## config.mk

```make
export PLATFORM = sky130hd
export DESIGN_NAME = cmSelect_flat
export DESIGN_NICKNAME = d
export VERILOG_FILES = /design/src/verilog/cmPkg.sv /design/src/verilog/cmBusIfs.sv /design/src/verilog/cmSelect.sv /design/src/flat_wrapper.sv
export SDC_FILE = /design/constraint.sdc
export NUM_CORES = 1
export LEC_CHECK = 0
export BUFFER_PORTS_ARGS = -buffer_cell sky130_fd_sc_hd__buf_2
export CAP_MARGIN = 5
export CORE_AREA = 4 4 137 139
export CTS_CLUSTER_DIAMETER = 150
export CTS_CLUSTER_SIZE = 30
export DETAILED_ROUTE_END_ITERATION = 6
export DIE_AREA = 0 0 141 143
export GPL_TIMING_DRIVEN = 0
export SETUP_SLACK_MARGIN = 0.3
export SLEW_MARGIN = 25
export SYNTH_ARGS = -nofsm -noshare
export SYNTH_HDL_FRONTEND = slang
export SYNTH_SLANG_ARGS = --single-unit
```

## constraint.sdc

```tcl
create_clock -name DSPCLK -period 1.6 [get_ports DSPCLK]
set_input_delay 0.24 -clock DSPCLK [delete_from_list [all_inputs] [get_ports DSPCLK]]
set_output_delay 0.24 -clock DSPCLK [all_outputs]
set_load 0.01 [all_outputs]
```

## src/verilog/cmPkg.sv

```systemverilog
package cmPkg;

  typedef logic [13:0] cmAddrT;  // Program address
  typedef logic [23:0] cmWordT;  // Instruction word
  typedef logic [3:0]  cmOvlT;   // Overlay index
  typedef logic [7:0]  cmByteT;  // Boot stream byte

  localparam int BASE_DEPTH = 8192;  // Words in the base bank
  localparam int OVL_DEPTH  = 8192;  // Words in each overlay bank

  // Region codes on address bits 13:12
  localparam logic [1:0] RGN4K_BASE = 2'b00;
  localparam logic [1:0] RGN4K_OVL  = 2'b01;
  localparam logic [1:0] RGN8K_OVL  = 2'b10;

  typedef enum logic [1:0] {
    BOOT_IDLE,     // Waiting for bootStart
    BOOT_COLLECT,  // Gathering three bytes
    BOOT_WRITE,    // One write cycle into code memory
    BOOT_FINISH    // Done pulse
  } bootStateT;

endpackage

```

## src/verilog/cmBusIfs.sv

```systemverilog
interface bootWrIf;
  import cmPkg::*;

  logic   wrValid;  // Write taken every cycle it is high
  cmAddrT wrAddr;
  cmWordT wrData;
  cmOvlT  wrOvl;

  modport source (
    output wrValid, wrAddr, wrData, wrOvl
  );

  modport sink (
    input wrValid, wrAddr, wrData, wrOvl
  );
endinterface

interface cmBankIf #(
  parameter int NUM_OVL = 8
);
  import cmPkg::*;

  logic [NUM_OVL:0]   cs;     // Bit 0 base bank, then overlays
  logic               we;
  cmAddrT             addr;
  cmWordT             wdata;
  cmWordT [NUM_OVL:0] rdata;  // One word per bank

  modport master (
    output cs, we, addr, wdata,
    input  rdata
  );
endinterface

```

## src/verilog/cmSelect.sv

```systemverilog
module cmSelect #(
  parameter int NUM_OVL = 8
) (
  input  logic          DSPCLK,
  input  logic          arstN,
  input  logic          pmBoundarySel,
  input  logic          fetchReq,
  input  cmPkg::cmAddrT fetchAddr,
  input  cmPkg::cmOvlT  fetchOvl,
  output logic          fetchGnt,
  output logic          fetchValid,
  output cmPkg::cmWordT fetchData,
  bootWrIf.sink         wr,
  cmBankIf.master       bank
);
  import cmPkg::*;

  cmAddrT           selAddr;
  cmOvlT            selOvl;
  logic             accEn;
  logic             baseRgn;
  logic             ovlRgn;
  logic [NUM_OVL:0] csNext;
  logic [NUM_OVL:0] oeReg;  // Registered read output enables

  // Boot writes always win the cycle
  assign fetchGnt = fetchReq && !wr.wrValid;
  assign accEn    = wr.wrValid || fetchGnt;
  assign selAddr  = wr.wrValid ? wr.wrAddr : fetchAddr;
  assign selOvl   = wr.wrValid ? wr.wrOvl : fetchOvl;

  always_comb
  begin
    if (pmBoundarySel)
    begin
      baseRgn = (selAddr[13:12] == RGN4K_BASE);  // 4K boundary
      ovlRgn  = (selAddr[13:12] == RGN4K_OVL);
    end
    else
    begin
      baseRgn = !selAddr[13];                    // 8K boundary
      ovlRgn  = (selAddr[13:12] == RGN8K_OVL);
    end
  end

  // Overlay index past NUM_OVL leaves every overlay bank unselected
  always_comb
  begin
    csNext    = '0;
    csNext[0] = baseRgn;
    for (int i = 0; i < NUM_OVL; i++)
      csNext[i+1] = ovlRgn && (selOvl == cmOvlT'(i));
  end

  assign bank.cs    = accEn ? csNext : '0;
  assign bank.we    = wr.wrValid;
  assign bank.addr  = selAddr;
  assign bank.wdata = wr.wrData;

  always_ff @(posedge DSPCLK or negedge arstN)
  begin
    if (!arstN)
    begin
      oeReg      <= '0;
      fetchValid <= 1'b0;
    end
    else
    begin
      oeReg      <= fetchGnt ? csNext : '0;  // Reads only
      fetchValid <= fetchGnt;
    end
  end

  always_comb
  begin
    fetchData = '0;  // Unmapped fetch returns zero
    for (int i = 0; i <= NUM_OVL; i++)
      if (oeReg[i])
        fetchData = fetchData | bank.rdata[i];
  end

  assert property (@(posedge DSPCLK) disable iff (!arstN)
    $onehot0(bank.cs));

endmodule

```

## src/flat_wrapper.sv

```systemverilog
// flat-port wrapper written by rule: the top's interface ports become plain ports
module cmSelect_flat import cmPkg::*;
#(
  parameter int NUM_OVL = 8
)
  (DSPCLK, arstN, pmBoundarySel, fetchReq, fetchAddr, fetchOvl, fetchGnt, fetchValid, fetchData, wr_wrValid, wr_wrAddr, wr_wrData, wr_wrOvl, bank_cs, bank_we, bank_addr, bank_wdata, bank_rdata);
  bootWrIf wr_i ();
  cmBankIf #(.NUM_OVL(NUM_OVL)) bank_i ();
  input  logic DSPCLK;
  input  logic arstN;
  input  logic pmBoundarySel;
  input  logic fetchReq;
  input  cmPkg::cmAddrT fetchAddr;
  input  cmPkg::cmOvlT fetchOvl;
  output logic fetchGnt;
  output logic fetchValid;
  output cmPkg::cmWordT fetchData;
  input wire logic [$bits(wr_i.wrValid)-1:0] wr_wrValid;
  input wire logic [$bits(wr_i.wrAddr)-1:0] wr_wrAddr;
  input wire logic [$bits(wr_i.wrData)-1:0] wr_wrData;
  input wire logic [$bits(wr_i.wrOvl)-1:0] wr_wrOvl;
  output wire logic [$bits(bank_i.cs)-1:0] bank_cs;
  output wire logic [$bits(bank_i.we)-1:0] bank_we;
  output wire logic [$bits(bank_i.addr)-1:0] bank_addr;
  output wire logic [$bits(bank_i.wdata)-1:0] bank_wdata;
  input wire logic [$bits(bank_i.rdata)-1:0] bank_rdata;
  assign wr_i.wrValid = wr_wrValid;
  assign wr_i.wrAddr = wr_wrAddr;
  assign wr_i.wrData = wr_wrData;
  assign wr_i.wrOvl = wr_wrOvl;
  assign bank_cs = bank_i.cs;
  assign bank_we = bank_i.we;
  assign bank_addr = bank_i.addr;
  assign bank_wdata = bank_i.wdata;
  assign bank_i.rdata = bank_rdata;
  cmSelect #(.NUM_OVL(NUM_OVL)) u_core (.DSPCLK(DSPCLK), .arstN(arstN), .pmBoundarySel(pmBoundarySel), .fetchReq(fetchReq), .fetchAddr(fetchAddr), .fetchOvl(fetchOvl), .fetchGnt(fetchGnt), .fetchValid(fetchValid), .fetchData(fetchData), .wr(wr_i), .bank(bank_i));
endmodule
```

==> results.txt, run 1 <==
The flow ran to the end, but the final reports show violations. The checks that failed: setup timing. The core region is 17,660 um2. After global routing the overflow that remains totals 0. In the final layout, the share of cells above drive strength 1 is 79.97%.

The count of mapped cells out of synthesis was 235. Setup repair after global routing could not meet its margin everywhere. The number of setup violations in the final report came out at 35. The congestion estimate from routability-driven global placement came to 0.8395.

After the first detailed-routing iteration, the DRC count stood at 295. The worst hold-check path type is in -> reg. The number of diodes was 0; the clock transition time at the flip-flop clock pins of the worst setup and hold paths was 0.04 ns.

A synthesized cell averages 8.242 um2. The logs give 49 for the number of core rows and 0 for the final count of pins violating max slew. The maximum fanout count along the critical path was 5.

After detailed routing, the number of vias per cell comes to 4.540. Measured against its own limit, the worst slew margin works out to 49.91%. The logs give 0 for the remaining antenna violation count after routing and -0.3644 ns for the final setup slack of the worst path.

The tools report the initial antenna violation count as 1. Synthesis inferred 10 register bits. Summed over all nets, the half-perimeter wirelength after detailed placement is 12,950 um.

Across the run, the number of max-cap violations was 0. The number of library cell types mapped by synthesis was 29; the post-route minimum period was 1.964 ns. The run gives 16,480 um as the total wire length after detailed routing. The finished cells cover 5231 um2.

The slew at the pin closest to its max-slew limit came out at 0.7478 ns. For this configuration, the core starts out at a cell density of 10.97%. TritonCTS built the clock tree. The wire length of the first global-routing pass is 22,000 um.

Counting every net in the synthesized netlist gives 516. The die boundary height is 143 um, and the hold violation count in the final report is 0. The number of H-tree branching levels was 1. In this run the deepest clock path goes through 2 buffers.

Summed over all failing endpoints, the final setup total negative slack is -7.402 ns. In the final routed layout, each cell accounts on average for 19.78 um. The power per standard cell area was 320.6 nW/um2. TritonCTS created 3 clock buffers. For the detailed-router iteration count before antenna repair, the log shows 6. After detailed routing, the number of remaining DRC violations is 0. The run gives 0.002768 uW as the static leakage.

STA classifies the critical path endpoint as an output port. 355 I/O pins were placed. The tools report the data required time of the worst path as 1.36 ns. After detailed placement, the total cell area comes to 4133 um2. The number of buffer cells added on primary ports came out at 330. The fraction of the cycle the final worst path needs is 122.8%.

STA classifies the critical path startpoint as a register. The post-synthesis cell area is 1937 um2. The number of warnings issued by yosys came out at 0. The path type of the worst setup path is reg -> out. The die covers 20,160 um2. The final hold slack came out at 0.2921 ns. In the global route stage, overall resource usage came out at 14.18%. The tools report the root buffer cell as sky130_fd_sc_hd__clkbuf_16. From left edge to right edge, the die measures 141 um. The detailed router placed 3,782 vias in this run.

Across the VDD grid, the largest voltage drop is 0.4601 mV. The fmax was 509.0 MHz. Entering global routing, the biggest net connects 11 pins. Counting the fill cells in the layout gives 1,862. The number of global-route vias before repair was 3,762. For this design, the sink count on the clock tree is 10. Sequential elements use 12.92% of the synthesized area. Relative to the synthesized area, the layout overhead comes to 170.1%. At the worst endpoint, the arrival time is 1.72 ns. The number of nets in the final layout was 886; the final cell utilization of the core was 29.63%.
==> synth_stat cells, drive strengths merged <==
cell,number,area (um2)
buf,29,212.7
nand3,25,125.1
a221oi,24,210.2
a222oi,24,240.2
a22o,24,210.2
a22oi,24,180.2
clkbuf,18,67.56
mux2,14,157.7
nor3,13,65.06
dfrtp,10,250.2
a31oi,4,25.02
nand2b,4,25.02
inv,3,11.26
nand2,3,11.26
and3b,2,17.52
nor2,2,7.510
nor3b,2,15.01
nor4b,2,23.77
nor4bb,2,20.02
a21oi,1,5.000
a31o,1,8.760
mux4,1,22.52
nor2b,1,6.260
o21a,1,7.510
or4bb,1,11.26
==> critical path, stage by stage (launching register included) <==
cell and delay [ns]:
sky130_fd_sc_hd__dfrtp_2 0.46, sky130_fd_sc_hd__buf_12 0.15, sky130_fd_sc_hd__buf_8 0.12, sky130_fd_sc_hd__a222oi_1 0.46, sky130_fd_sc_hd__nand3_1 0.12, sky130_fd_sc_hd__buf_2 0.17
==> registers in the layout, summed over array words and instances, names as in the netlist <==
signal             cells
u_core.oeReg           9
u_core.fetchValid      1
==> metrics by stage <==
stage | instances | setup WS (ns) | power [uW]
detailed placement | 794 | -0.5460 | 989.0
finish | 833 | -0.3644 | 1677
CTS | 823 | -0.3067 | 1627
floorplan | 235 | 0.1255 | 530.2
global placement | 794 | -0.5580 | 979.6
global route | 833 | -0.3970 | 1760
==> final timing paths <==
kind                                      startpoint                     endpoint  slack (ns)  cells after the start
min in group asynchronous                      arstN  u_core.fetchValid$_DFF_PN0_        0.41                      2
max in group asynchronous                      arstN    u_core.oeReg[7]$_DFF_PN0_        0.98                      2
max                        u_core.oeReg[2]$_DFF_PN0_                fetchData[10]       -0.36                      5
min                                      fetchOvl[0]    u_core.oeReg[3]$_DFF_PN0_        0.29                      2
==> cell families (layout without fill, tap and decap cells) <==
family | after synthesis | after routing | share of synthesized area, %
AO/OA/AOI/OAI | 103 | 103 | 45.80
buffers and inverters | 50 | 419 | 15.05
flip-flops | 10 | 10 | 12.92
multiplexers | 15 | 15 | 9.302
AND/OR/NAND/NOR | 57 | 57 | 16.92
==> cell usage in the layout (no fill, tap or decap), types with 2 or more instances in the layout <==
cell / Yosys / layout
sky130_fd_sc_hd__buf_8: 0 / 9
sky130_fd_sc_hd__nand2b_4: 0 / 4
sky130_fd_sc_hd__a222oi_1: 24 / 24
sky130_fd_sc_hd__nor3_4: 0 / 9
sky130_fd_sc_hd__a31oi_1: 4 / 2
sky130_fd_sc_hd__buf_4: 25 / 36
sky130_fd_sc_hd__and3b_1: 2 / 2
sky130_fd_sc_hd__dfrtp_1: 10 / 4
sky130_fd_sc_hd__dfrtp_2: 0 / 6
sky130_fd_sc_hd__nor3_1: 13 / 2
sky130_fd_sc_hd__nor3b_1: 2 / 2
sky130_fd_sc_hd__a221oi_1: 24 / 4
sky130_fd_sc_hd__inv_1: 3 / 3
sky130_fd_sc_hd__clkbuf_4: 0 / 4
sky130_fd_sc_hd__nand2_1: 3 / 3
sky130_fd_sc_hd__nand3_1: 25 / 25
sky130_fd_sc_hd__a22o_1: 24 / 23
sky130_fd_sc_hd__nor3_2: 0 / 2
sky130_fd_sc_hd__mux2_4: 0 / 13
sky130_fd_sc_hd__a22oi_1: 24 / 24
sky130_fd_sc_hd__clkbuf_16: 0 / 12
sky130_fd_sc_hd__a221oi_4: 0 / 3
sky130_fd_sc_hd__a31oi_2: 0 / 2
sky130_fd_sc_hd__buf_2: 2 / 313
sky130_fd_sc_hd__buf_12: 0 / 5
sky130_fd_sc_hd__clkbuf_8: 0 / 5
sky130_fd_sc_hd__buf_6: 1 / 30
sky130_fd_sc_hd__a221oi_2: 0 / 17
==> layer usage <==
| metal | vias to the layer above | share of wire [%] | global-route usage (%) |
|---|---|---|---|
| met5 | - | 0.042 | 0 |
| met4 | 2 | 2.1 | 3.876 |
| met3 | 23 | 9.6 | 3.148 |
| met2 | 269 | 52 | 25.78 |
| met1 | 1742 | 37 | 16.82 |
| li1 | 1746 | - | - |
==> where the power goes <==
group / total [uW] / internal, uW / leakage (uW) / switching [uW]
Sequential: 262 / 257 / 0.000128 / 5.17
Combinational: 928 / 553 / 0.00260 / 375
Clock: 487 / 375 / 0.0000442 / 112
Total: 1680 / 1190 / 0.00277 / 492
==> final cells by class <==
type / count / area, um2 / area share (%)
Sequential cell: 10 / 257.7 / 4.927
Buffer: 47 / 528.0 / 10.09
Tap cell: 229 / 286.5 / 5.477
Timing Repair Buffer: 365 / 2235 / 42.72
Clock buffer: 4 / 88.84 / 1.698
Multi-Input combinational cell: 175 / 1824 / 34.87
Inverter: 3 / 11.26 / 0.2153
==> repair_timing <==
action,4_1_cts,5_1_grt
pin swaps,24,26
buffers inserted,19,7
endpoints found under the hold margin,10,0
hold buffers,1,0
setup endpoints to repair,50,55
resized for setup,110,33
cloned,5,3
No activity file was read; power rests on OpenSTA's default activity.
==> inputs of run 2 (changes only) <==
--- a/config.mk
+++ b/config.mk
@@ -6,13 +6,13 @@
 export NUM_CORES = 1
 export LEC_CHECK = 0
 export BUFFER_PORTS_ARGS = -buffer_cell sky130_fd_sc_hd__buf_2
-export CAP_MARGIN = 5
 export CORE_AREA = 4 4 137 139
 export CTS_CLUSTER_DIAMETER = 150
 export CTS_CLUSTER_SIZE = 30
 export DETAILED_ROUTE_END_ITERATION = 6
 export DIE_AREA = 0 0 141 143
 export GPL_TIMING_DRIVEN = 0
+export PLACE_DENSITY_LB_ADDON = 0.12
 export SETUP_SLACK_MARGIN = 0.3
 export SLEW_MARGIN = 25
 export SYNTH_ARGS = -nofsm -noshare
==> results.txt, run 2 (synthesized netlist as in run 1, its figures left out) <==
The library cell used most frequently in the layout, excluding fill and tap cells, is sky130_fd_sc_hd__buf_2. The critical path is of the reg -> out type. The tools report the number of global-route vias before repair as 4,035 (+7.3%).

The run finished, with violations left. The HPWL reported at the end of detailed placement is 14,790 um (+14%), and the final setup slack of the worst path is -0.2704 ns (+0.09400 ns). The sum of negative setup slack is -5.566 ns (+1.837 ns), and the cell count of the worst hold path is 2 (unchanged). The maximum fanout count along the critical path works out to 4 (-1). Compared with the post-synthesis result, the final layout area differs by 164.1%.

The run gives 28.98% (-0.65 points) as the final cell utilization of the core. The placed cell count was 794 (unchanged). The register with the most flip-flops in the final layout is u_core.oeReg.

The tools report the worst ir drop on vdd as 0.2976 mV (-35%). The fraction of final layout cells with drive strength greater than 1 was 80.43% (+0.46 points); the die width was 141 um (unchanged). For the total congestion overflow after global routing, the log shows 0 (unchanged).

The number of core rows was 49 (unchanged). The max-cap check violation count was 0 (unchanged); the final hold slack was 0.2736 ns (-0.01853 ns). The area of the die is 20,160 um2 (unchanged), and the remaining antenna violation count after routing is 0 (unchanged). Data arrival at the endpoint of the critical path: 1.63 ns (-0.09 ns). The data required time of the worst path is 1.36 ns (about the same).

The detail-routed net length per standard cell is 21.07 um (+6.5%). STA classifies the critical path endpoint as an output port. Number of diodes: 0 (unchanged). TritonCTS built the clock tree.

The initial antenna violation count was 2 (+1); the placer congestion estimate was 0.9240 (+10%). The number of flip-flops in the largest register is 9 (unchanged). Top-level port count: 355 (unchanged). The number of buffer cells added on primary ports is 330 (unchanged), and the power per standard cell area is 328.1 nW/um2 (+2.3%).

For the number of DRC markers after the initial detailed-route iteration, the log shows 220 (-25%). The worst hold-check path type is in -> reg. The die boundary height came out at 143 um (unchanged).

The logs give 17,530 um (+6.4%) for the total wire length after detailed routing and 3,746 (-0.95%) for the overall via count from detail_route. For the wire length of the first global-routing pass, the log shows 24,090 um (+9.5%). The capture endpoint of the worst hold path was u_core.oeReg[1]$_DFF_PN0_.

Clock sink total: 10 (unchanged). The static leakage came out at 0.002722 uW (-1.7%). Relative max-transition margin: 56.10% (+6.2 points). In the layout the commonest cells are sky130_fd_sc_hd__buf_2 (310), sky130_fd_sc_hd__buf_4 (39), sky130_fd_sc_hd__buf_6 (33). The largest registers in the layout are u_core.oeReg x9, u_core.fetchValid x1. In this run the clock root is driven by a sky130_fd_sc_hd__clkbuf_16. Core outline area: 17,660 um2 (unchanged).

The critical hold path startpoint is fetchOvl[0]. Fmax: 534.6 MHz (+5.0%). The clock tree buffer depth came out at 2 (unchanged).

The tools report the pin count of the biggest net entering global routing as 11 (unchanged). The checks that failed: setup timing. Number of buffers added by the clock tree synthesis step: 3 (unchanged). The tools report the combined global-route utilization of all metal layers as 15.62% (+1.4 points).

The number of setup violations in the final report is 32 (-8.6%), and the count of placed standard cells in the final layout, fillers left out is 832 (-0.12%). The slew at the pin closest to its max-slew limit was 0.6554 ns (-0.09236 ns); the clock transition time at the flip-flop clock pins of the worst setup and hold paths was 0.04 ns (about the same). The number of remaining DRC errors is 0 (unchanged). The hold violation count in the final report came out at 0 (unchanged). The initial cell density of the core is 10.97% (unchanged). The run gives 5 (-1) as the detailed-router iteration count before antenna repair. The fraction of the cycle the final worst path needs was 116.9% (-5.9 points); the number of nets in the final layout was 885 (-0.11%). Number of fillers in the final layout: 1,976 (+6.1%). The post-route minimum period was 1.870 ns (-0.09400 ns). STA classifies the critical path startpoint as a register. The final count of pins violating max slew came out at 0 (unchanged). For the number of H-tree branching levels, the log shows 1 (unchanged). Setup repair after global routing could not meet its margin everywhere. The via density per instance was 4.502 (-0.83%).
## run 2: layout make-up
cell class              instances  area, um2  share of cell area, %
plain buffers                  47      499.2                  9.758
well taps                     229      286.5                  5.600
flip-flops and latches         10      260.3                  5.087
inverters                       3      11.26                 0.2201
clock buffers                   4      88.84                  1.736
repair buffers                364       2173                  42.48
multi-input cells             175       1797                  35.12
## run 2: power by group
group          internal [uW]  switching (uW)  total, uW  leakage (uW)
Sequential               257            4.94        262      0.000125
Combinational            558             376        934       0.00255
Clock                    375             107        482     0.0000442
## run 2: worst max-delay path, cell delays in order, from the launching register on
cell and delay [ns]:
sky130_fd_sc_hd__dfrtp_2 0.44, sky130_fd_sc_hd__buf_4 0.16, sky130_fd_sc_hd__clkbuf_16 0.14, sky130_fd_sc_hd__a222oi_1 0.36
sky130_fd_sc_hd__nand3_1 0.13, sky130_fd_sc_hd__buf_2 0.17
## run 2: how the worst max path moves through the flow
stage / from / to / cells past startpoint / slack [ns]
floorplan: wr_wrAddr[13] / bank_cs[1] / 4 / 0.13
global placement: u_core.oeReg[0]$_DFF_PN0_ / fetchData[23] / 4 / -0.50
detailed placement: u_core.oeReg[0]$_DFF_PN0_ / fetchData[23] / 4 / -0.47
CTS: u_core.oeReg[1]$_DFF_PN0_ / fetchData[19] / 5 / -0.27
global route: u_core.oeReg[2]$_DFF_PN0_ / fetchData[19] / 4 / -0.35
finish: u_core.oeReg[2]$_DFF_PN0_ / fetchData[10] / 5 / -0.27
## run 2: per-layer routing
layer	vias to the layer above	share of wire [%]	wire length, um	global-route usage, %
met4	2	0.93	163	2.193
met3	12	8.3	1449	3.449
met2	205	54	9531	30.65
met1	1785	36	6381	17.55
li1	1742	-	-	-
met5	-	0.040	7	0
## run 2: through the flow
step	setup slack (ns)	total power, uW	area, um2
after detailed placement	-0.4728	999.6	4133
final	-0.2704	1678	5116
after floorplan	0.1255	530.2	2195
after CTS	-0.2666	1633	4887
after global routing	-0.3504	1775	5116
after global placement	-0.4999	990.0	4133
## run 2: repair_timing
| action | 4_1_cts | 5_1_grt |
|---|---|---|
| endpoints found under the setup margin | 49 | 55 |
| gates resized for setup | 109 | 33 |
| hold endpoints to repair | 10 | 0 |
| setup buffers | 20 | 10 |
| cloned | 2 | 1 |
| pin swaps | 12 | 20 |
| hold buffers | 1 | 0 |
==> inputs of run 3 (changes only) <==
--- a/config.mk
+++ b/config.mk
@@ -5,14 +5,14 @@
 export SDC_FILE = /design/constraint.sdc
 export NUM_CORES = 1
 export LEC_CHECK = 0
-export BUFFER_PORTS_ARGS = -buffer_cell sky130_fd_sc_hd__buf_2
+export BUFFER_PORTS_ARGS = -buffer_cell sky130_fd_sc_hd__buf_4
 export CORE_AREA = 4 4 137 139
 export CTS_CLUSTER_DIAMETER = 150
 export CTS_CLUSTER_SIZE = 30
 export DETAILED_ROUTE_END_ITERATION = 6
 export DIE_AREA = 0 0 141 143
 export GPL_TIMING_DRIVEN = 0
-export PLACE_DENSITY_LB_ADDON = 0.12
+export PLACE_DENSITY = 0.43
 export SETUP_SLACK_MARGIN = 0.3
 export SLEW_MARGIN = 25
 export SYNTH_ARGS = -nofsm -noshare
==> results.txt, run 3 (synthesized netlist as in run 1, its figures left out) <==
The logs give 1 (-1) for the initial antenna violation count and 525.7 MHz (-1.7%) for the fmax. The tools report the total non-filler cell area in the finished layout as 5872 um2 (+15%). Power per standard cell area: 316.6 nW/um2 (-3.5%).

The final reports fail on setup timing. The number of flip-flops in the largest register is 9 (unchanged), and the relative area change from synthesis to final layout is 203.2%. The run gives 0 (unchanged) as the total congestion overflow after global routing.

Critical path launch point type: a register. The HPWL reported at the end of detailed placement is 14,700 um (-0.56%), and the number of DRC markers after the initial detailed-route iteration is 180 (-18%). The final setup slack of the worst path was -0.3022 ns (-0.03178 ns). The static leakage is 0.002937 uW (+7.9%), and the post-route minimum period is 1.902 ns (+0.03178 ns). The tools report the hold violation count in the final report as 0 (unchanged).

The logs give 0 (unchanged) for the final count of pins violating max slew and 1.36 ns (about the same) for the data required time of the worst path. The tools report the overall via count from detail_route as 3,671 (-2.0%). The remaining antenna violation count after routing came out at 0 (unchanged). The fraction of final layout cells with drive strength greater than 1 works out to 79.87% (-0.57 points). Leaving out fill and tap cells, the most frequent cell in the layout is sky130_fd_sc_hd__buf_4.

Setup repair after global routing could not meet its margin everywhere. The slew at the pin closest to its max-slew limit works out to 0.7851 ns (+0.1297 ns). The maximum fanout count along the critical path was 5 (+1); the die boundary height was 143 um (unchanged).

The number of buffer cells added on primary ports is 330 (unchanged), and the detailed-router iteration count before antenna repair is 5 (unchanged). The core outline area is 17,660 um2 (unchanged). The relative max-transition margin is 47.41% (-8.7 points).

For the placed cell count, the log shows 794 (unchanged). Pin count of the biggest net entering global routing: 11 (unchanged). The logs give -0.4519 ns (+0.02084 ns) for the worst-case setup slack after placement and 4,019 (-0.40%) for the number of global-route vias before repair.

The root buffer cell chosen for the clock tree is sky130_fd_sc_hd__clkbuf_16. The clock transition time at the flip-flop clock pins of the worst setup and hold paths is 0.04 ns (about the same), and the number of fillers in the final layout is 1,882 (-4.8%). The die width is 141 um (unchanged), and the standard cell area after detailed placement is 4959 um2 (+20%). The path type of the worst setup path was reg -> out. The number of H-tree branching levels was 1 (unchanged); the number of setup violations in the final report was 32 (unchanged). For the number of remaining DRC errors, the log shows 0 (unchanged). STA classifies the critical path endpoint as an output port.

The flow ran to the end, but the final reports show violations. The detail-routed net length per standard cell works out to 21.33 um (+1.2%). The tools report the wire length of the first global-routing pass as 24,110 um (about the same). The register with the most flip-flops in the final layout is u_core.oeReg.

The largest registers in the layout are u_core.oeReg x9, u_core.fetchValid x1. The run gives 0.2636 mV (-11%) as the worst ir drop on vdd. The worst hold-check path type was in -> reg.

Sum of negative setup slack: -6.300 ns (-0.7348 ns). The total area of multi-input combinational cells came out at 1788 um2 (-0.49%). The data arrival at the endpoint of the critical path was 1.66 ns (+0.03 ns). Via density per instance: 4.444 (-1.3%). The initial cell density of the core came out at 10.97% (unchanged). The number of buffers added by the clock tree synthesis step is 3 (unchanged). The top-level port count was 355 (unchanged). For the total wire length after detailed routing, the log shows 17,620 um (+0.49%). The clock sink total came out at 10 (unchanged).

In the layout the commonest cells are sky130_fd_sc_hd__buf_4 (333), sky130_fd_sc_hd__buf_6 (41), sky130_fd_sc_hd__nand3_1 (25). TritonCTS built the clock tree. The max-cap check violation count is 0 (unchanged), and the number of core rows is 49 (unchanged). The total design power was 1859 uW (+11%); the area of the die was 20,160 um2 (unchanged). The count of placed standard cells in the final layout, fillers left out was 826 (-0.72%); the number of nets in the final layout was 878 (-0.79%). Fraction of the cycle the final worst path needs: 118.9% (+2.0 points). The total area of sequential cells came out at 259.0 um2 (-0.48%).

For the combined global-route utilization of all metal layers, the log shows 15.70% (+0.079 points). The run gives 2 (unchanged) as the clock tree buffer depth. The placer congestion estimate came out at 0.8734 (-5.5%).
-- run 3: changes by cell type in the layout (fill, tap and decap cells not counted), moves of 3 or more --
cell                     delta
sky130_fd_sc_hd__buf_12     +3
sky130_fd_sc_hd__buf_2    -310
sky130_fd_sc_hd__buf_6      +8
sky130_fd_sc_hd__buf_4    +294
-- run 3: final timing paths --
path | start | to | cells past startpoint
max in group asynchronous | arstN | u_core.oeReg[2]$_DFF_PN0_ | 2
worst min-delay path | fetchOvl[0] | u_core.oeReg[1]$_DFF_PN0_ | 2
worst max-delay path | u_core.oeReg[2]$_DFF_PN0_ | fetchData[21] | 5
min in group asynchronous | arstN | u_core.oeReg[8]$_DFF_PN0_ | 2
-- run 3: per-stage QoR --
step,hold slack [ns],util (%)
after floorplan,-0.05559,-
final,0.2257,33.26
after global placement,0.07497,28.08
after detailed placement,0.07570,28.08
after CTS,0.2181,32.49
after global routing,0.2323,33.26
-- run 3: area by class of cell --
| class | count | share of cell area, % |
|---|---|---|
| inverter | 3 | 0.1918 |
| clock buffer | 4 | 1.513 |
| multi-input combinational | 175 | 30.45 |
| antenna | 1 | 0.04262 |
| buffer | 47 | 8.928 |
| tap | 229 | 4.880 |
| sequential | 10 | 4.411 |
| timing repair buffer | 357 | 49.58 |
-- run 3: timing repair --
action,in CTS,in global routing
gates cloned,2,1
resized for setup,127,21
hold endpoints to repair,10,0
pin swaps,17,27
endpoints found under the setup margin,49,54
buffers inserted,19,4
hold buffers,1,0
-- run 3: critical path, stage by stage (launching register included) --
cell and delay [ns]:
sky130_fd_sc_hd__dfrtp_2 0.44, sky130_fd_sc_hd__clkbuf_16 0.18, sky130_fd_sc_hd__a22o_1 0.24, sky130_fd_sc_hd__a221oi_2 0.25, sky130_fd_sc_hd__nand3_1 0.16, sky130_fd_sc_hd__buf_6 0.15
-- run 3: where the power goes --
| part | internal (uW) | switching (uW) |
|---|---|---|
| combinational | 740 | 371 |
| clock | 375 | 110 |
| sequential | 257 | 5.18 |
| total | 1370 | 486 |
-- run 3: layer usage --
metal  track usage [%]  up-vias  share of wire [%]
met5                 0        -                  0
met4             3.825        0                2.0
met3             3.952       16                8.8
met2             30.09      205                 53
met1             17.28     1718                 36
li1                  -     1732                  -
