==> config.mk <==
export PLATFORM = sky130hd
export DESIGN_NAME = bootLoader_flat
export DESIGN_NICKNAME = d
export VERILOG_FILES = /design/src/verilog/cmPkg.sv /design/src/verilog/cmBusIfs.sv /design/src/verilog/bootLoader.sv /design/src/flat_wrapper.sv
export SDC_FILE = /design/constraint.sdc
export NUM_CORES = 1
export LEC_CHECK = 0
export ABC_AREA = 1
export BUFFER_PORTS_ARGS = -buffer_cell sky130_fd_sc_hd__buf_2
export CAP_MARGIN = 10
export CORE_MARGIN = 2
export CORE_UTILIZATION = 45
export DETAILED_ROUTE_END_ITERATION = 8
export GPL_TIMING_DRIVEN = 1
export PLACE_DENSITY = 0.71
export SLEW_MARGIN = 20
export SYNTH_ARGS = -nofsm -noshare
export SYNTH_HDL_FRONTEND = slang
export SYNTH_SLANG_ARGS = --single-unit
==> constraint.sdc <==
create_clock -name DSPCLK -period 2.6 [get_ports DSPCLK]
set_input_delay 0 -clock DSPCLK [delete_from_list [all_inputs] [get_ports DSPCLK]]
set_output_delay 0 -clock DSPCLK [all_outputs]
set_load 0.05 [all_outputs]
==> src/verilog/cmPkg.sv <==
package cmPkg;

  typedef logic [13:0] cmAddrT;  // Program address
  typedef logic [23:0] cmWordT;  // Instruction word
  typedef logic [3:0]  cmOvlT;   // Overlay index
  typedef logic [7:0]  cmByteT;  // Boot stream byte

  localparam int BASE_DEPTH = 8192;  // Words in the base bank
  localparam int OVL_DEPTH  = 8192;  // Words in each overlay bank

  // Region codes on address bits 13:12
  localparam logic [1:0] RGN4K_BASE = 2'b00;
  localparam logic [1:0] RGN4K_OVL  = 2'b01;
  localparam logic [1:0] RGN8K_OVL  = 2'b10;

  typedef enum logic [1:0] {
    BOOT_IDLE,     // Waiting for bootStart
    BOOT_COLLECT,  // Gathering three bytes
    BOOT_WRITE,    // One write cycle into code memory
    BOOT_FINISH    // Done pulse
  } bootStateT;

endpackage

==> src/verilog/cmBusIfs.sv <==
interface bootWrIf;
  import cmPkg::*;

  logic   wrValid;  // Write taken every cycle it is high
  cmAddrT wrAddr;
  cmWordT wrData;
  cmOvlT  wrOvl;

  modport source (
    output wrValid, wrAddr, wrData, wrOvl
  );

  modport sink (
    input wrValid, wrAddr, wrData, wrOvl
  );
endinterface


==> src/verilog/bootLoader.sv <==
module bootLoader #(
  parameter int BOOT_CREDITS = 4
) (
  input  logic          DSPCLK,
  input  logic          arstN,
  input  logic          bootStart,
  input  cmPkg::cmAddrT bootAddr,
  input  cmPkg::cmOvlT  bootOvl,
  input  logic [15:0]   bootLength,
  input  cmPkg::cmByteT bootByte,
  input  logic          bootByteValid,
  output logic          bootCredit,
  output logic          bootBusy,
  output logic          bootDone,
  bootWrIf.source       wr
);
  import cmPkg::*;

  localparam int PTR_W = (BOOT_CREDITS > 1) ? $clog2(BOOT_CREDITS) : 1;
  localparam int CNT_W = $clog2(BOOT_CREDITS + 1);

  cmByteT           fifoMem [BOOT_CREDITS];
  logic [PTR_W-1:0] wrPtr;
  logic [PTR_W-1:0] rdPtr;
  logic [CNT_W-1:0] fifoCnt;
  logic             pop;

  bootStateT   state;
  logic [1:0]  byteCnt;    // Bytes already in packReg
  logic [15:0] wordsLeft;  // Words still to write
  cmWordT      packReg;
  cmAddrT      addrReg;
  cmOvlT       ovlReg;

  function automatic logic [PTR_W-1:0] nextPtr(input logic [PTR_W-1:0] p);
    return (p == PTR_W'(BOOT_CREDITS - 1)) ? '0 : p + 1'b1;
  endfunction

  assign pop = (state == BOOT_COLLECT) && (fifoCnt != '0);  // No pop in a write cycle

  always_ff @(posedge DSPCLK)
  begin
    if (bootByteValid)
      fifoMem[wrPtr] <= bootByte;
  end

  always_ff @(posedge DSPCLK or negedge arstN)
  begin
    if (!arstN)
    begin
      wrPtr      <= '0;
      rdPtr      <= '0;
      fifoCnt    <= '0;
      bootCredit <= 1'b0;
    end
    else
    begin
      if (bootByteValid)
        wrPtr <= nextPtr(wrPtr);
      if (pop)
        rdPtr <= nextPtr(rdPtr);
      fifoCnt    <= fifoCnt + CNT_W'(bootByteValid) - CNT_W'(pop);
      bootCredit <= pop;  // Returns one credit per removed byte
    end
  end

  always_ff @(posedge DSPCLK or negedge arstN)
  begin
    if (!arstN)
    begin
      state     <= BOOT_IDLE;
      byteCnt   <= '0;
      wordsLeft <= '0;
    end
    else
    begin
      case (state)
        BOOT_IDLE:
          if (bootStart)
          begin
            wordsLeft <= bootLength;
            byteCnt   <= '0;
            state     <= (bootLength == '0) ? BOOT_FINISH : BOOT_COLLECT;
          end
        BOOT_COLLECT:
          if (pop)
          begin
            byteCnt <= (byteCnt == 2'd2) ? 2'd0 : byteCnt + 2'd1;
            if (byteCnt == 2'd2)
              state <= BOOT_WRITE;  // Third byte arrives now
          end
        BOOT_WRITE:
        begin
          wordsLeft <= wordsLeft - 16'd1;
          state     <= (wordsLeft == 16'd1) ? BOOT_FINISH : BOOT_COLLECT;
        end
        default:
          state <= BOOT_IDLE;
      endcase
    end
  end

  always_ff @(posedge DSPCLK)
  begin
    if ((state == BOOT_IDLE) && bootStart)
    begin
      addrReg <= bootAddr;
      ovlReg  <= bootOvl;
    end
    else if (state == BOOT_WRITE)
      addrReg <= addrReg + 1'b1;  // Consecutive word addresses
    if (pop)
      packReg <= {packReg[15:0], fifoMem[rdPtr]};  // First byte ends up on top
  end

  assign wr.wrValid = (state == BOOT_WRITE);
  assign wr.wrAddr  = addrReg;
  assign wr.wrData  = packReg;
  assign wr.wrOvl   = ovlReg;
  assign bootBusy   = (state != BOOT_IDLE);
  assign bootDone   = (state == BOOT_FINISH);  // Cycle after the last write

  // Byte source must respect the credit count
  assert property (@(posedge DSPCLK) disable iff (!arstN)
    bootByteValid |-> (fifoCnt < CNT_W'(BOOT_CREDITS)));

endmodule

==> src/flat_wrapper.sv <==
// flat-port wrapper written by rule: the top's interface ports become plain ports
module bootLoader_flat import cmPkg::*;
#(
  parameter int BOOT_CREDITS = 4
)
  (DSPCLK, arstN, bootStart, bootAddr, bootOvl, bootLength, bootByte, bootByteValid, bootCredit, bootBusy, bootDone, wr_wrValid, wr_wrAddr, wr_wrData, wr_wrOvl);
  bootWrIf wr_i ();
  input  logic DSPCLK;
  input  logic arstN;
  input  logic bootStart;
  input  cmPkg::cmAddrT bootAddr;
  input  cmPkg::cmOvlT bootOvl;
  input  logic [15:0] bootLength;
  input  cmPkg::cmByteT bootByte;
  input  logic bootByteValid;
  output logic bootCredit;
  output logic bootBusy;
  output logic bootDone;
  output wire logic [$bits(wr_i.wrValid)-1:0] wr_wrValid;
  output wire logic [$bits(wr_i.wrAddr)-1:0] wr_wrAddr;
  output wire logic [$bits(wr_i.wrData)-1:0] wr_wrData;
  output wire logic [$bits(wr_i.wrOvl)-1:0] wr_wrOvl;
  assign wr_wrValid = wr_i.wrValid;
  assign wr_wrAddr = wr_i.wrAddr;
  assign wr_wrData = wr_i.wrData;
  assign wr_wrOvl = wr_i.wrOvl;
  bootLoader #(.BOOT_CREDITS(BOOT_CREDITS)) u_core (.DSPCLK(DSPCLK), .arstN(arstN), .bootStart(bootStart), .bootAddr(bootAddr), .bootOvl(bootOvl), .bootLength(bootLength), .bootByte(bootByte), .bootByteValid(bootByteValid), .bootCredit(bootCredit), .bootBusy(bootBusy), .bootDone(bootDone), .wr(wr_i));
endmodule
==> results of run 1 <==
==> flip-flops by register name (all words and copies together) (netlist names) <==
| register | flops |
|---|---|
| u_core.fifoMem | 32 |
| u_core.wr.wrData | 24 |
| u_core.wordsLeft | 16 |
| u_core.wr.wrAddr | 14 |
| u_core.wr.wrOvl | 4 |
| u_core.fifoCnt | 3 |
| u_core.byteCnt | 2 |
| u_core.rdPtr | 2 |
| u_core.state | 2 |
| u_core.wrPtr | 2 |
| u_core.bootCredit | 1 |
==> layout by cell type, fill, tap and decap left out, types with 14 or more instances in the layout <==
cell type	synthesis	layout
sky130_fd_sc_hd__o21ai_0	34	34
sky130_fd_sc_hd__nor2_1	47	47
sky130_fd_sc_hd__edfxtp_1	74	74
sky130_fd_sc_hd__inv_1	56	56
sky130_fd_sc_hd__nand3_1	35	35
sky130_fd_sc_hd__dfrtp_1	28	28
sky130_fd_sc_hd__dlygate4sd3_1	0	39
sky130_fd_sc_hd__buf_2	3	91
sky130_fd_sc_hd__o21ai_1	14	14
sky130_fd_sc_hd__nand2_1	122	122
==> stage by stage <==
| step | util | instances | setup WS, ps |
|---|---|---|---|
| floorplan | - | 489 | 373 |
| global placement | 0.520 | 708 | 694 |
| detailed placement | 0.520 | 708 | 618 |
| CTS | 0.575 | 763 | 605 |
| global route | 0.575 | 763 | 465 |
| finish | 0.575 | 763 | 626 |
==> power by group <==
part	switching [mW]	leakage [nW]	internal, mW	total [mW]
Sequential	0.452	1.03	2.58	3.03
Combinational	2.64	1.50	0.951	3.60
Clock	0.543	0.0856	0.361	0.904
Total	3.64	2.62	3.89	7.53
==> Yosys cell counts (4+ instances only) <==
| library cell | instances |
|---|---|
| sky130_fd_sc_hd__o21ai_0 | 34 |
| sky130_fd_sc_hd__nand3_1 | 35 |
| sky130_fd_sc_hd__nor2_4 | 4 |
| sky130_fd_sc_hd__nand4_1 | 6 |
| sky130_fd_sc_hd__dfrtp_1 | 28 |
| sky130_fd_sc_hd__o22ai_1 | 8 |
| sky130_fd_sc_hd__o21ai_1 | 14 |
| sky130_fd_sc_hd__nor3_1 | 4 |
| sky130_fd_sc_hd__buf_6 | 4 |
| sky130_fd_sc_hd__edfxtp_1 | 74 |
| sky130_fd_sc_hd__nor2_1 | 47 |
| sky130_fd_sc_hd__ha_1 | 10 |
| sky130_fd_sc_hd__o21ai_2 | 6 |
| sky130_fd_sc_hd__nand2_1 | 122 |
| sky130_fd_sc_hd__inv_1 | 56 |
==> cell families after synthesis <==
| logic type | Yosys count | share of synthesized area |
|---|---|---|
| simple gates | 233 | 0.215 |
| buf+inv | 70 | 0.0652 |
| xor+xnor | 6 | 0.0108 |
| fa+ha+maj | 11 | 0.0298 |
| compound gates | 67 | 0.0794 |
| flops | 102 | 0.600 |
==> worst paths after layout <==
kind	to	slack [ps]
worst max-delay path	u_core.fifoCnt[2]	630
worst min-delay path	u_core.wr.wrAddr[3]	30
worst max register to register	u_core.fifoCnt[2]	630
worst min register to register	u_core.wr.wrData[13]	440
max in group asynchronous	u_core.rdPtr[1]	1970
min in group asynchronous	u_core.wordsLeft[9]	200
==> layer usage <==
metal / track usage / vias to the layer above
met5: 0 / -
met4: 0.0797 / 0
met3: 0.0283 / 12
met2: 0.283 / 105
met1: 0.231 / 1670
li1: - / 1893
==> repair_timing <==
| item | CTS | global route |
|---|---|---|
| hold buffers | 39 | 0 |
| endpoints found under the hold margin | 92 | 0 |
| buffers inserted | 0 | 0 |
==> final cells by class <==
type	count	area, um2	area share
clock inverters	5	45.0	0.00752
clock buffers	11	131	0.0219
inverters	61	234	0.0391
repair buffers	131	853	0.143
multi-input cells	317	1630	0.272
flip-flops and latches	102	2920	0.488
well taps	136	170	0.0284
==> worst max-delay path, cell delays in order, from the launching register on <==
cell	delay [ps]
sky130_fd_sc_hd__dfrtp_1	480
sky130_fd_sc_hd__nor2_2	200
sky130_fd_sc_hd__nand2_1	140
sky130_fd_sc_hd__inv_2	90
sky130_fd_sc_hd__ha_1	220
sky130_fd_sc_hd__inv_1	60
sky130_fd_sc_hd__ha_1	130
sky130_fd_sc_hd__inv_1	50
sky130_fd_sc_hd__fa_1	370
sky130_fd_sc_hd__xnor2_1	140
==> results by stage, run 1 <==
Clock tree:
- After clock tree synthesis, the repair step resized 0 gates.
- In this run the clock root is driven by a sky130_fd_sc_hd__clkbuf_8.
- The number of clock sinks is 102.
- In this run the number of H-tree levels came out at 3.
- The buffer depth of the longest clock path is 2.
- The number of buffers created by CTS is 9.
- The TritonCTS clock tree is done.
- The clock transition time at the flip-flop clock pins of the worst setup and hold paths is 100 ps.
- The latest clock arrival within the worst-skew pair is 360 ps.

Timing:
- The largest clock skew in the final design is 11.3 ps.
- The transition at the pin with the smallest max-transition slack is 648 ps.
- The final critical path time including I/O delays and setup is 1970 ps.
- The number of pins exceeding their max-slew limit in the final report came to 0.
- Of the available clock period, the critical path in the final layout requires 0.759.
- Headroom to the max-slew limit came out at 0.568.
- The total count of hold-check failures in the final report is 0.
- Setup repair after global routing left no endpoint under its margin.
- The final setup TNS is 0 ps.
- The tightest hold path in the finished design has a slack of 32.0 ps.
- The highest achievable clock rate is 507 MHz.
- Setup violations remaining at the end of the flow were counted as 0.

Worst hold path:
- The critical hold path startpoint is bootAddr[3].
- The class of the most critical hold timing path is in -> reg.
- Counting instances, the worst hold path has a depth of 3.

Place:
- The placer's final routability congestion estimate is 0.849.
- The HPWL reported at the end of detailed placement is 6570 um.
- In this run the tool buffered the top-level ports with 91 buffer cells.
- In this run the cell area measured after placement is 0.00542 mm2.

Final layout:
- The number of antenna diodes in the final layout is 0.
- For this run, the post-layout net count is 679.
- Once layout is done, the placed cells without fillers occupy 0.00599 mm2.
- The fraction of final layout cells sized beyond drive strength 1 is 0.215.
- From synthesis to final layout, the design area changed by 22.9%.
- The count of filler cells inserted in the layout is 910.

Critical path:
- The classification of the worst setup path is reg -> reg.
- The number of cells on the worst reg-to-reg path is 9.
- Data on the critical path arrives at its endpoint at 2210 ps.
- The sort of element at the start of the critical path is a flop.
- The origin of the worst setup path is u_core.state[1].
- The required time of the worst setup path is 2840 ps.
- The startpoint identified for the worst register-to-register timing path is u_core.state[1].
- The worst setup path is captured at a flop.
- Along the worst path, the maximum fanout reaches 5.

Drt:
- The detailed router put a total of 4480 um of wire on met1.
- The detail route stage leaves a number of antenna-violating nets equal to 0.
- The number of remaining DRC errors is 0.
- The detailed-routed wire length on met2 is 4470 um.
- The routed wire length per instance is 12.7 um.
- The sum of routed wire length over all layers is 9720 um.
- The average vias per placed instance is 4.82.
- Summed over all nets, wire length on met3 after detailed routing comes to 613 um.
- The overall via count from detail_route is 3,680.
- Signal routing reaches up to met4.
- The initial DRC count is 232.
- The pre-antenna-repair detailed-routing pass consisted of 4 iterations.

Power and ir drop:
- The ratio of total power to cell area is 1260 mW/mm2.
- Total power for the finished layout comes to 7.53 mW.
- The leakage power of the design is 2.62 nW.
- The worst ir drop on vdd is 0.770 mV.

Yosys:
- The mapped netlist covers 0.00487 mm2.
- The count of cell types in the netlist is 36.
- The fraction of registers with async set or reset after synthesis is 0.275.
- Sorting the synthesized cells by area gives the leading types as sky130_fd_sc_hd__edfxtp_1 (46%), sky130_fd_sc_hd__dfrtp_1 (14%), sky130_fd_sc_hd__nand2_1 (9.4%).
- The number of enable flip-flop cells after synthesis is 74.
- The Yosys step of the flow raised 0 warnings.
- Synthesis produced a netlist whose cell count is 489.
- Synthesis inferred 102 register bits.
- The most area-hungry cell type in the Yosys netlist is sky130_fd_sc_hd__edfxtp_1.
- Of the post-synthesis cell area, the dominant cell type holds 0.456.
- A synthesized cell averages 9.96 um2.
- The net count after synthesis is 546.
- The part of the Yosys area used for sequential elements is 0.600.
- The most common flop cell mapped by yosys is sky130_fd_sc_hd__edfxtp_1.

Status:
- The flow ran to the end, and the final reports show no timing, DRC or antenna violations.

Floorplanning:
- The placeable core region is 0.0104 mm2.
- The effective utilization at floorplan is 0.468.
- The die is 108 um wide.
- Pin placement for this block handled 92 I/O pins.
- The floorplan die height is 108 um.
- The site row count is 37.
- The die area is 0.0117 mm2.

Global route:
- The total routing usage reported by global routing is 0.174.
- The via count of the first global-routing pass is 3,529.
- The number of antenna violations at the first check in global routing is 0.
- Entering global routing, the biggest net connects 30 pins.
- The residual overflow from global routing is 0.
- The global-route wire length before repair is 15,900 um.

Run:
- Max-cap violations in this run came to 0.
Power figures use the tool's default switching activity.
==> run 2: changes to the inputs <==
--- a/config.mk
+++ b/config.mk
@@ -12,7 +12,7 @@
 export CORE_UTILIZATION = 45
 export DETAILED_ROUTE_END_ITERATION = 8
 export GPL_TIMING_DRIVEN = 1
-export PLACE_DENSITY = 0.71
+export PLACE_DENSITY = 0.74
 export SLEW_MARGIN = 20
 export SYNTH_ARGS = -nofsm -noshare
 export SYNTH_HDL_FRONTEND = slang
==> constraint.sdc (replaced) <==
create_clock -name DSPCLK -period 1.6 [get_ports DSPCLK]
set_input_delay 0 -clock DSPCLK [delete_from_list [all_inputs] [get_ports DSPCLK]]
set_output_delay 0 -clock DSPCLK [all_outputs]
set_load 0.05 [all_outputs]
==> run 2 against run 1 <==
Net effect:
- the run now ends with negative hold slack, negative setup slack left
- non-clock buffer count rose by 25
- first-iteration DRC count rose by 29%
- utilization up 3.1 points
- register-to-register slack lost 840 ps
- design area is 5.3% higher
- flip-flop and latch count did not move
- clock skew shrank 6.4 ps
- setup slack worse by 840 ps
- largest power group unchanged
==> results by stage, run 2 (synthesis gave the netlist of run 1 again) <==
Status:
- The flow ran to the end, but the final reports show violations.
- The checks that failed: negative hold slack, negative setup slack.

Power and ir drop:
- The combinational power share is 0.510 (+0.032).
- The proportion of total power due to net switching is 0.474 (-0.00934).
- The worst ir drop on vdd is 1.17 mV (+52%).
- The leakage power of the design is 2.76 nW (+5.2%).
- The net switching power came to 6.28 mW (+73%).
- The ratio of total power to cell area is 2100 mW/mm2 (+67%).
- The proportion of power drawn by the clock network is 0.125 (+0.005).
- The cell internal power dissipation is 6.97 mW (+79%).
- The sequential share of power is 0.365 (-0.037).

Critical path:
- The required time of the worst setup path is 1870 ps (-970 ps).
- The number of cells on the worst reg-to-reg path came to 10 (+1).
- The worst path buffer plus inverter count came to 4 (+1).
- The number of logic stages on the critical path including buffering is 10 (+1).
- The top cell family by delay on the critical path is adder cells.
- By instance count, the cell type seen most on the critical path is sky130_fd_sc_hd__inv_2.
- The slowest stage of the critical path belongs to the cell sky130_fd_sc_hd__fa_2.
- The capturing element type of the critical path is a flop.
- STA classifies the critical path startpoint as a flop.
- The reg-to-reg setup timing slack is -220 ps (-840 ps).
- The start of the worst register-to-register path is u_core.fifoCnt[0].
- The signal on the critical path passes through nor2_1 -> nand2_1 -> nand2_4 -> inv_12 -> ha_4 -> inv_2 -> ha_4 -> inv_2 -> fa_2 -> inv_2.
- The largest driver fanout on the critical path is 2 (-3).
- The endpoint arrival time on the critical path was 2090 ps (-120 ps).
- The worst register-to-register path ends at u_core.fifoCnt[1].
- The classification of the worst setup path is reg -> reg.
- The peak per-stage delay on the critical path is 530 ps (+50 ps).

Final layout:
- The count of non-filler cells in the finished layout is 789 (+3.4%).
- The number of antenna repair diodes came to 0 (unchanged).
- The most common cell after layout, fill and taps aside is sky130_fd_sc_hd__nand2_1.
- The net total in the final layout is 705 (+3.8%).
- Counting flops per register, the top entry is u_core.fifoMem.
- The number of flip-flops in the largest register is 32 (unchanged).
- The share of the core filled with cells came to 0.605 (+0.0305).
- The growth of design area from synthesis to finish is 29.4%.
- The library cells used most frequently in the layout, excluding fill and tap cells, are sky130_fd_sc_hd__nand2_1 (120), sky130_fd_sc_hd__buf_2 (90), sky130_fd_sc_hd__edfxtp_1 (74), sky130_fd_sc_hd__inv_1 (52), sky130_fd_sc_hd__nor2_1 (46).
- The fraction of final layout cells sized beyond drive strength 1 is 0.265 (+0.0496).

Floorplanning:
- The site row count came to 37 (unchanged).
- The die area is 0.0117 mm2 (unchanged).
- The total I/O pin count is 92 (unchanged).
- The placeable core region is 0.0104 mm2 (unchanged).
- The floorplan die height was 108 um (unchanged).
- The die boundary width came to 108 um (unchanged).
- The effective utilization at floorplan was 0.468 (unchanged).

Timing:
- The highest achievable clock rate is 551 MHz (+8.6%).
- The final setup violation count was 2 (+2).
- The largest clock skew in the final design came to 4.89 ps (-6.45 ps).
- The final critical-path setup slack came to -216 ps (-843 ps).
- The total count of hold-check failures in the final report came to 1 (+1).
- The final critical path time including I/O delays and setup was 1820 ps (-157 ps).
- The post-route clock period utilization came to 1.14 (+0.376).
- Setup repair after global routing could not meet its margin everywhere.
- The number of pins exceeding their max-slew limit in the final report is 0 (unchanged).
- The headroom to the max-slew limit is 0.547 (-0.0209).
- The worst hold-check slack is -58.8 ps (-90.8 ps).
- The transition at the pin with the smallest max-transition slack came to 680 ps (+31.3 ps).

Clock tree:
- The number of clock sinks is 102 (unchanged).
- The number of H-tree branching levels is 3 (unchanged).
- The clock transition time at the flip-flop clock pins of the worst setup and hold paths came to 100 ps (about the same).
- The latest clock arrival within the worst-skew pair came to 370 ps (about the same).
- The number of buffers created by CTS was 9 (unchanged).
- Clock tree synthesis selected as its root buffer the cell sky130_fd_sc_hd__clkbuf_8.
- TritonCTS built the clock tree.
- The buffer depth of the longest clock path is 2 (unchanged).

Place:
- The HPWL reported at the end of detailed placement was 7160 um (+9.0%).
- The worst setup timing slack at the placement stage is -215 ps (-833 ps).
- The placer's final routability congestion estimate is 0.887 (+4.5%).
- The placed cell count is 724 (+2.3%).
- The count of input and output buffers is 91 (unchanged).

Global route:
- The total routing usage reported by global routing came to 0.184 (+0.00968).
- The largest net degree at the start of global routing was 30 (unchanged).
- The global-route wire length before repair is 16,700 um (+4.9%).
- The number of antenna violations at the first check in global routing is 0 (unchanged).
- The residual overflow from global routing is 0 (unchanged).
- The via count of the first global-routing pass is 3,720 (+5.4%).

Drt:
- The overall via count from detail_route is 3,940 (+7.1%).
- The sum of routed wire length over all layers is 10,600 um (+8.9%).
- The average vias per placed instance is 4.99 (+3.5%).
- The number of remaining DRC errors is 0 (unchanged).
- The routed wire length per instance was 13.4 um (+5.3%).
- The initial DRC count was 300 (+29%).
- The remaining number of nets flagged by the antenna check after routing is 0 (unchanged).
- The detailed-router iteration count before antenna repair came to 5 (+1).

Worst hold path:
- The cell depth of the worst min-delay path was 3 (unchanged).
- The worst hold path belongs to the class in -> reg.
- The critical hold path startpoint is bootByteValid.
- The path with the worst hold slack has its endpoint at u_core.wrPtr[0].

Run:
- The max-capacitance violation count is 0 (unchanged).
[run 2: layer usage]
| metal | GRT usage | vias to the layer above | part of all wire |
|---|---|---|---|
| li1 | - | 1950 | - |
| met5 | 0 | - | 0 |
| met3 | 0.0350 | 17 | 0.059 |
| met1 | 0.232 | 1846 | 0.43 |
| met4 | 0.0723 | 0 | 0.018 |
| met2 | 0.314 | 127 | 0.49 |
[run 2: timing repair]
action,CTS,global route
hold buffers,40,2
setup buffers,1,6
cloned,0,1
gates resized for setup,2,6
hold endpoints to repair,92,2
pin swaps,5,4
endpoints found under the setup margin,3,11
[run 2: how the worst max path moves through the flow]
| stage | start | endpoint |
|---|---|---|
| after CTS | u_core.fifoCnt[2] | u_core.fifoCnt[1] |
| after floorplan | u_core.state[0] | u_core.fifoCnt[2] |
| final | u_core.fifoCnt[0] | u_core.fifoCnt[1] |
| after global routing | u_core.fifoCnt[0] | u_core.fifoCnt[1] |
| after global placement | u_core.fifoCnt[0] | u_core.fifoCnt[2] |
| after detailed placement | u_core.fifoCnt[0] | u_core.fifoCnt[2] |
[run 2: worst reg2reg max path: stages (launching register included)]
cell                      delay [ps]
sky130_fd_sc_hd__dfrtp_1         400
sky130_fd_sc_hd__nor2_1           90
sky130_fd_sc_hd__nand2_1         100
sky130_fd_sc_hd__nand2_4         130
sky130_fd_sc_hd__inv_12           40
sky130_fd_sc_hd__ha_4            200
sky130_fd_sc_hd__inv_2            60
sky130_fd_sc_hd__ha_4            120
sky130_fd_sc_hd__inv_2            40
sky130_fd_sc_hd__fa_2            530
sky130_fd_sc_hd__inv_2            30
[run 2: final cells by class]
type                            count  area (um2)
Fill cell                         839        4110
Sequential cell                   102        2920
Multi-Input combinational cell    318        1700
Timing Repair Buffer              156        1060
Inverter                           61         246
Tap cell                          136         170
Clock buffer                        9         124
Clock inverter                      7        78.8
[run 2: per-stage QoR]
| step | instance area (um2) | TNS [ps] | hold slack, ps | power [mW] |
|---|---|---|---|---|
| floorplan | 4930 | -1230 | -296 | 9.71 |
| finish | 6300 | -365 | -58.8 | 13.2 |
| global route | 6300 | -540 | 33.9 | 14.2 |
| CTS | 6230 | -367 | -49.0 | 13.2 |
| detailed placement | 5620 | -411 | 79.9 | 11.4 |
| global placement | 5620 | -299 | 74.5 | 11.1 |
[run 2: power groups by stage]
stage          clock, mW  sequential (mW)  combinational [mW]
3_3_place_gp           0             4.83                6.30
4_1_cts             1.72             4.85                6.65
6_report            1.66             4.83                6.76
2_1_floorplan          0             6.61                3.11
5_1_grt             1.81             4.95                7.41
3_5_place_dp           0             4.90                6.50
==> run 3: changes to the inputs <==
--- a/config.mk
+++ b/config.mk
@@ -8,6 +8,7 @@
 export ABC_AREA = 1
 export BUFFER_PORTS_ARGS = -buffer_cell sky130_fd_sc_hd__buf_2
 export CAP_MARGIN = 10
+export CORE_ASPECT_RATIO = 1.1
 export CORE_MARGIN = 2
 export CORE_UTILIZATION = 45
 export DETAILED_ROUTE_END_ITERATION = 8
==> run 3 against run 2 <==
Net effect:
- the flow finishes with violations (negative setup slack)
- non-clock buffer count shrank 3
- maximum frequency grew 0.43%
- critical path type unchanged
- combinational power grew 1%
- global-route usage grew 0.49 points
- flip-flop and latch count is the same
- via count shrank 1.2%
- utilization grew 0.45 points
- wire length shrank 1.5%
- sequential share of layout area shrank 0.67 points
- clock power grew 34%
- critical path depth is the same
==> results by stage, run 3 (synthesis gave the netlist of run 1 again) <==
Final layout:
- The share of the core filled with cells is 0.610 (+0.00449).
- The number of antenna repair diodes came to 0 (unchanged).
- The count of non-filler cells in the finished layout is 793 (+0.51%).
- The net total in the final layout is 702 (-0.43%).
- The most common cell after layout, fill and taps aside is sky130_fd_sc_hd__nand2_1.
- Leaving out fill and tap cells, the most frequent cells in the layout are sky130_fd_sc_hd__nand2_1 (119), sky130_fd_sc_hd__buf_2 (91), sky130_fd_sc_hd__edfxtp_1 (74), sky130_fd_sc_hd__inv_1 (53), sky130_fd_sc_hd__nor2_1 (46).
- The growth of design area from synthesis to finish is 31.3%.
- The number of flip-flops in the largest register is 32 (unchanged).
- The register with the highest flop count is u_core.fifoMem.
- The fraction of final layout cells sized beyond drive strength 1 came to 0.274 (+0.00892).

Run:
- The max-capacitance violation count is 0 (unchanged).

Timing:
- Setup repair after global routing could not meet its margin everywhere.
- The total count of hold-check failures in the final report is 0 (-1).
- The final critical-path setup slack came to -209 ps (+7.69 ps).
- The largest clock skew in the final design was 9.00 ps (+4.11 ps).
- The headroom to the max-slew limit was 0.561 (+0.0142).
- The transition at the pin with the smallest max-transition slack is 658 ps (-21.3 ps).
- The number of pins exceeding their max-slew limit in the final report is 0 (unchanged).
- The final critical path time including I/O delays and setup is 1810 ps (-7.69 ps).
- The post-route clock period utilization is 1.13 (-0.00481).
- The highest achievable clock rate is 553 MHz (+0.43%).
- The final setup violation count is 2 (unchanged).

Power and ir drop:
- The total power draw is 13.9 mW (+4.9%).
- The worst ir drop on vdd is 1.20 mV (+2.5%).
- The ratio of total power to cell area is 2170 mW/mm2 (+3.4%).
- The leakage power of the design was 2.81 nW (+1.8%).

Critical path:
- The endpoint arrival time on the critical path is 2050 ps (-40 ps).
- The capture instance of the worst register-to-register path is u_core.fifoCnt[2].
- The setup path with the least slack is of type reg -> reg.
- The number of cells on the worst reg-to-reg path is 10 (unchanged).
- The required time of the worst setup path was 1840 ps (-30 ps).
- The worst path buffer plus inverter count is 3 (-1).
- The number of logic stages on the critical path including buffering is 10 (unchanged).
- The largest driver fanout on the critical path came to 2 (unchanged).
- The reg-to-reg setup timing slack is -210 ps (about the same).
- Among all stages on the critical path, the largest delay is contributed by sky130_fd_sc_hd__dfrtp_1.
- The sort of element at the start of the critical path is a flop.
- The start of the worst register-to-register path is u_core.fifoCnt[0].
- The top cell family by delay on the critical path is adder cells.
- The peak per-stage delay on the critical path is 380 ps (-150 ps).
- STA classifies the critical path endpoint as a flop.
- Traced cell by cell, the critical path runs through nor2_1 -> nand2_1 -> nand2_4 -> inv_12 -> ha_4 -> inv_2 -> ha_4 -> inv_2 -> fa_1 -> xnor2_1.

Place:
- The worst setup timing slack at the placement stage is -210 ps (+5.71 ps).
- The placer's final routability congestion estimate is 0.854 (-3.6%).
- The HPWL reported at the end of detailed placement came to 7040 um (-1.7%).
- The placed cell count is 733 (+1.2%).
- The count of input and output buffers came to 91 (unchanged).

Floorplanning:
- The floorplan die height is 113 um (+4.7%).
- The total I/O pin count is 92 (unchanged).
- The die boundary width was 103 um (-4.5%).
- The site row count is 39 (+5.4%).
- The die area came to 0.0117 mm2 (about the same).
- The placeable core region is 0.0105 mm2 (+0.72%).
- The effective utilization at floorplan came to 0.464 (-0.00335).

Worst hold path:
- The worst hold path terminates at u_core.wordsLeft[12].
- In this run the most critical hold path is launched from bootLength[12].
- In this run the worst hold path is classified as in -> reg.
- The cell depth of the worst min-delay path is 5 (+2).

Drt:
- The overall via count from detail_route is 3,892 (-1.2%).
- The initial DRC count is 215 (-28%).
- The remaining number of nets flagged by the antenna check after routing is 0 (unchanged).
- The routed wire length per instance is 13.2 um (-2.0%).
- The number of remaining DRC errors was 0 (unchanged).
- The sum of routed wire length over all layers is 10,400 um (-1.5%).
- The average vias per placed instance is 4.91 (-1.7%).
- The detailed-router iteration count before antenna repair came to 5 (unchanged).

Global route:
- The total routing usage reported by global routing is 0.189 (+0.00487).
- The global-route wire length before repair came to 17,000 um (+2.0%).
- The via count of the first global-routing pass is 3,721 (+0.027%).
- The largest net degree at the start of global routing was 30 (unchanged).
- The residual overflow from global routing is 0 (unchanged).
- The number of antenna violations at the first check in global routing is 0 (unchanged).

Clock tree:
- The TritonCTS clock tree is done.
- The number of H-tree branching levels is 3 (unchanged).
- The number of buffers created by CTS was 9 (unchanged).
- The number of clock sinks was 102 (unchanged).
- The buffer depth of the longest clock path came to 2 (unchanged).
- The latest clock arrival within the worst-skew pair is 350 ps (-20 ps).
- Clock tree synthesis selected as its root buffer the cell sky130_fd_sc_hd__clkbuf_16.
- The clock transition time at the flip-flop clock pins of the worst setup and hold paths is 80 ps (-20 ps).

Status:
- The run finished, with violations left.
- The final reports fail on negative setup slack.
==> run 3: changes by cell type in the layout (fill, tap and decap cells not counted), moves of 3 or more <==
cell                            previous run  this run
sky130_fd_sc_hd__buf_6                     0         5
sky130_fd_sc_hd__clkbuf_16                 0         9
sky130_fd_sc_hd__clkbuf_8                  9         0
sky130_fd_sc_hd__dlygate4sd3_1            41        34
sky130_fd_sc_hd__inv_8                     1         4
==> run 3: area by class of cell <==
class,count,area [um2]
well taps,143,179
flip-flops and latches,102,2920
inverters,61,246
repair buffers,153,1040
multi-input cells,318,1700
fillers,853,4090
clock inverters,7,85.1
clock buffers,9,225
==> run 3: worst register-to-register path, stage by stage (launching register included) <==
cell	delay (ps)
sky130_fd_sc_hd__dfrtp_1	380
sky130_fd_sc_hd__nor2_1	110
sky130_fd_sc_hd__nand2_1	110
sky130_fd_sc_hd__nand2_4	130
sky130_fd_sc_hd__inv_12	40
sky130_fd_sc_hd__ha_4	220
sky130_fd_sc_hd__inv_2	60
sky130_fd_sc_hd__ha_4	120
sky130_fd_sc_hd__inv_2	30
sky130_fd_sc_hd__fa_1	370
sky130_fd_sc_hd__xnor2_1	130
==> run 3: through the flow <==
| step | setup TNS, ps | area (um2) | hold WS (ps) |
|---|---|---|---|
| 2_1_floorplan | -1230 | 4930 | -296 |
| 6_report | -411 | 6400 | 16.9 |
| 4_1_cts | -497 | 6370 | 0.819 |
| 5_1_grt | -625 | 6400 | 27.0 |
| 3_3_place_gp | -301 | 5640 | 67.1 |
| 3_5_place_dp | -414 | 5640 | 70.7 |
==> run 3: worst max path at each step <==
stage | start | to | slack [ps]
6_report | u_core.fifoCnt[0] | u_core.fifoCnt[2] | -210
2_1_floorplan | u_core.state[0] | u_core.fifoCnt[2] | -280
5_1_grt | u_core.fifoCnt[0] | u_core.fifoCnt[2] | -320
3_3_place_gp | u_core.fifoCnt[0] | u_core.fifoCnt[2] | -150
4_1_cts | u_core.fifoCnt[0] | u_core.fifoCnt[2] | -210
3_5_place_dp | u_core.fifoCnt[0] | u_core.fifoCnt[2] | -210
==> run 3: report_power, final <==
part | switching [mW] | internal [mW]
logic | 4.74 | 2.11
registers | 0.627 | 4.19
clock network | 1.10 | 1.13
total | 6.47 | 7.43
==> run 3: per-layer routing <==
metal | up-vias | track usage | wire length (um)
met5 | - | 0 | 0
met4 | 0 | 0.0772 | 97
met3 | 7 | 0.0513 | 590
met2 | 104 | 0.308 | 5130
met1 | 1833 | 0.237 | 4620
li1 | 1948 | - | -
==> run 3: repair_timing <==
item                       in CTS  in global routing
pin swaps                       2                  5
buffers inserted                8                  3
hold buffers                   34                  0
hold endpoints to repair       85                  0
gates cloned                    0                  1
gates resized for setup         6                  4
setup endpoints to repair       2                 13
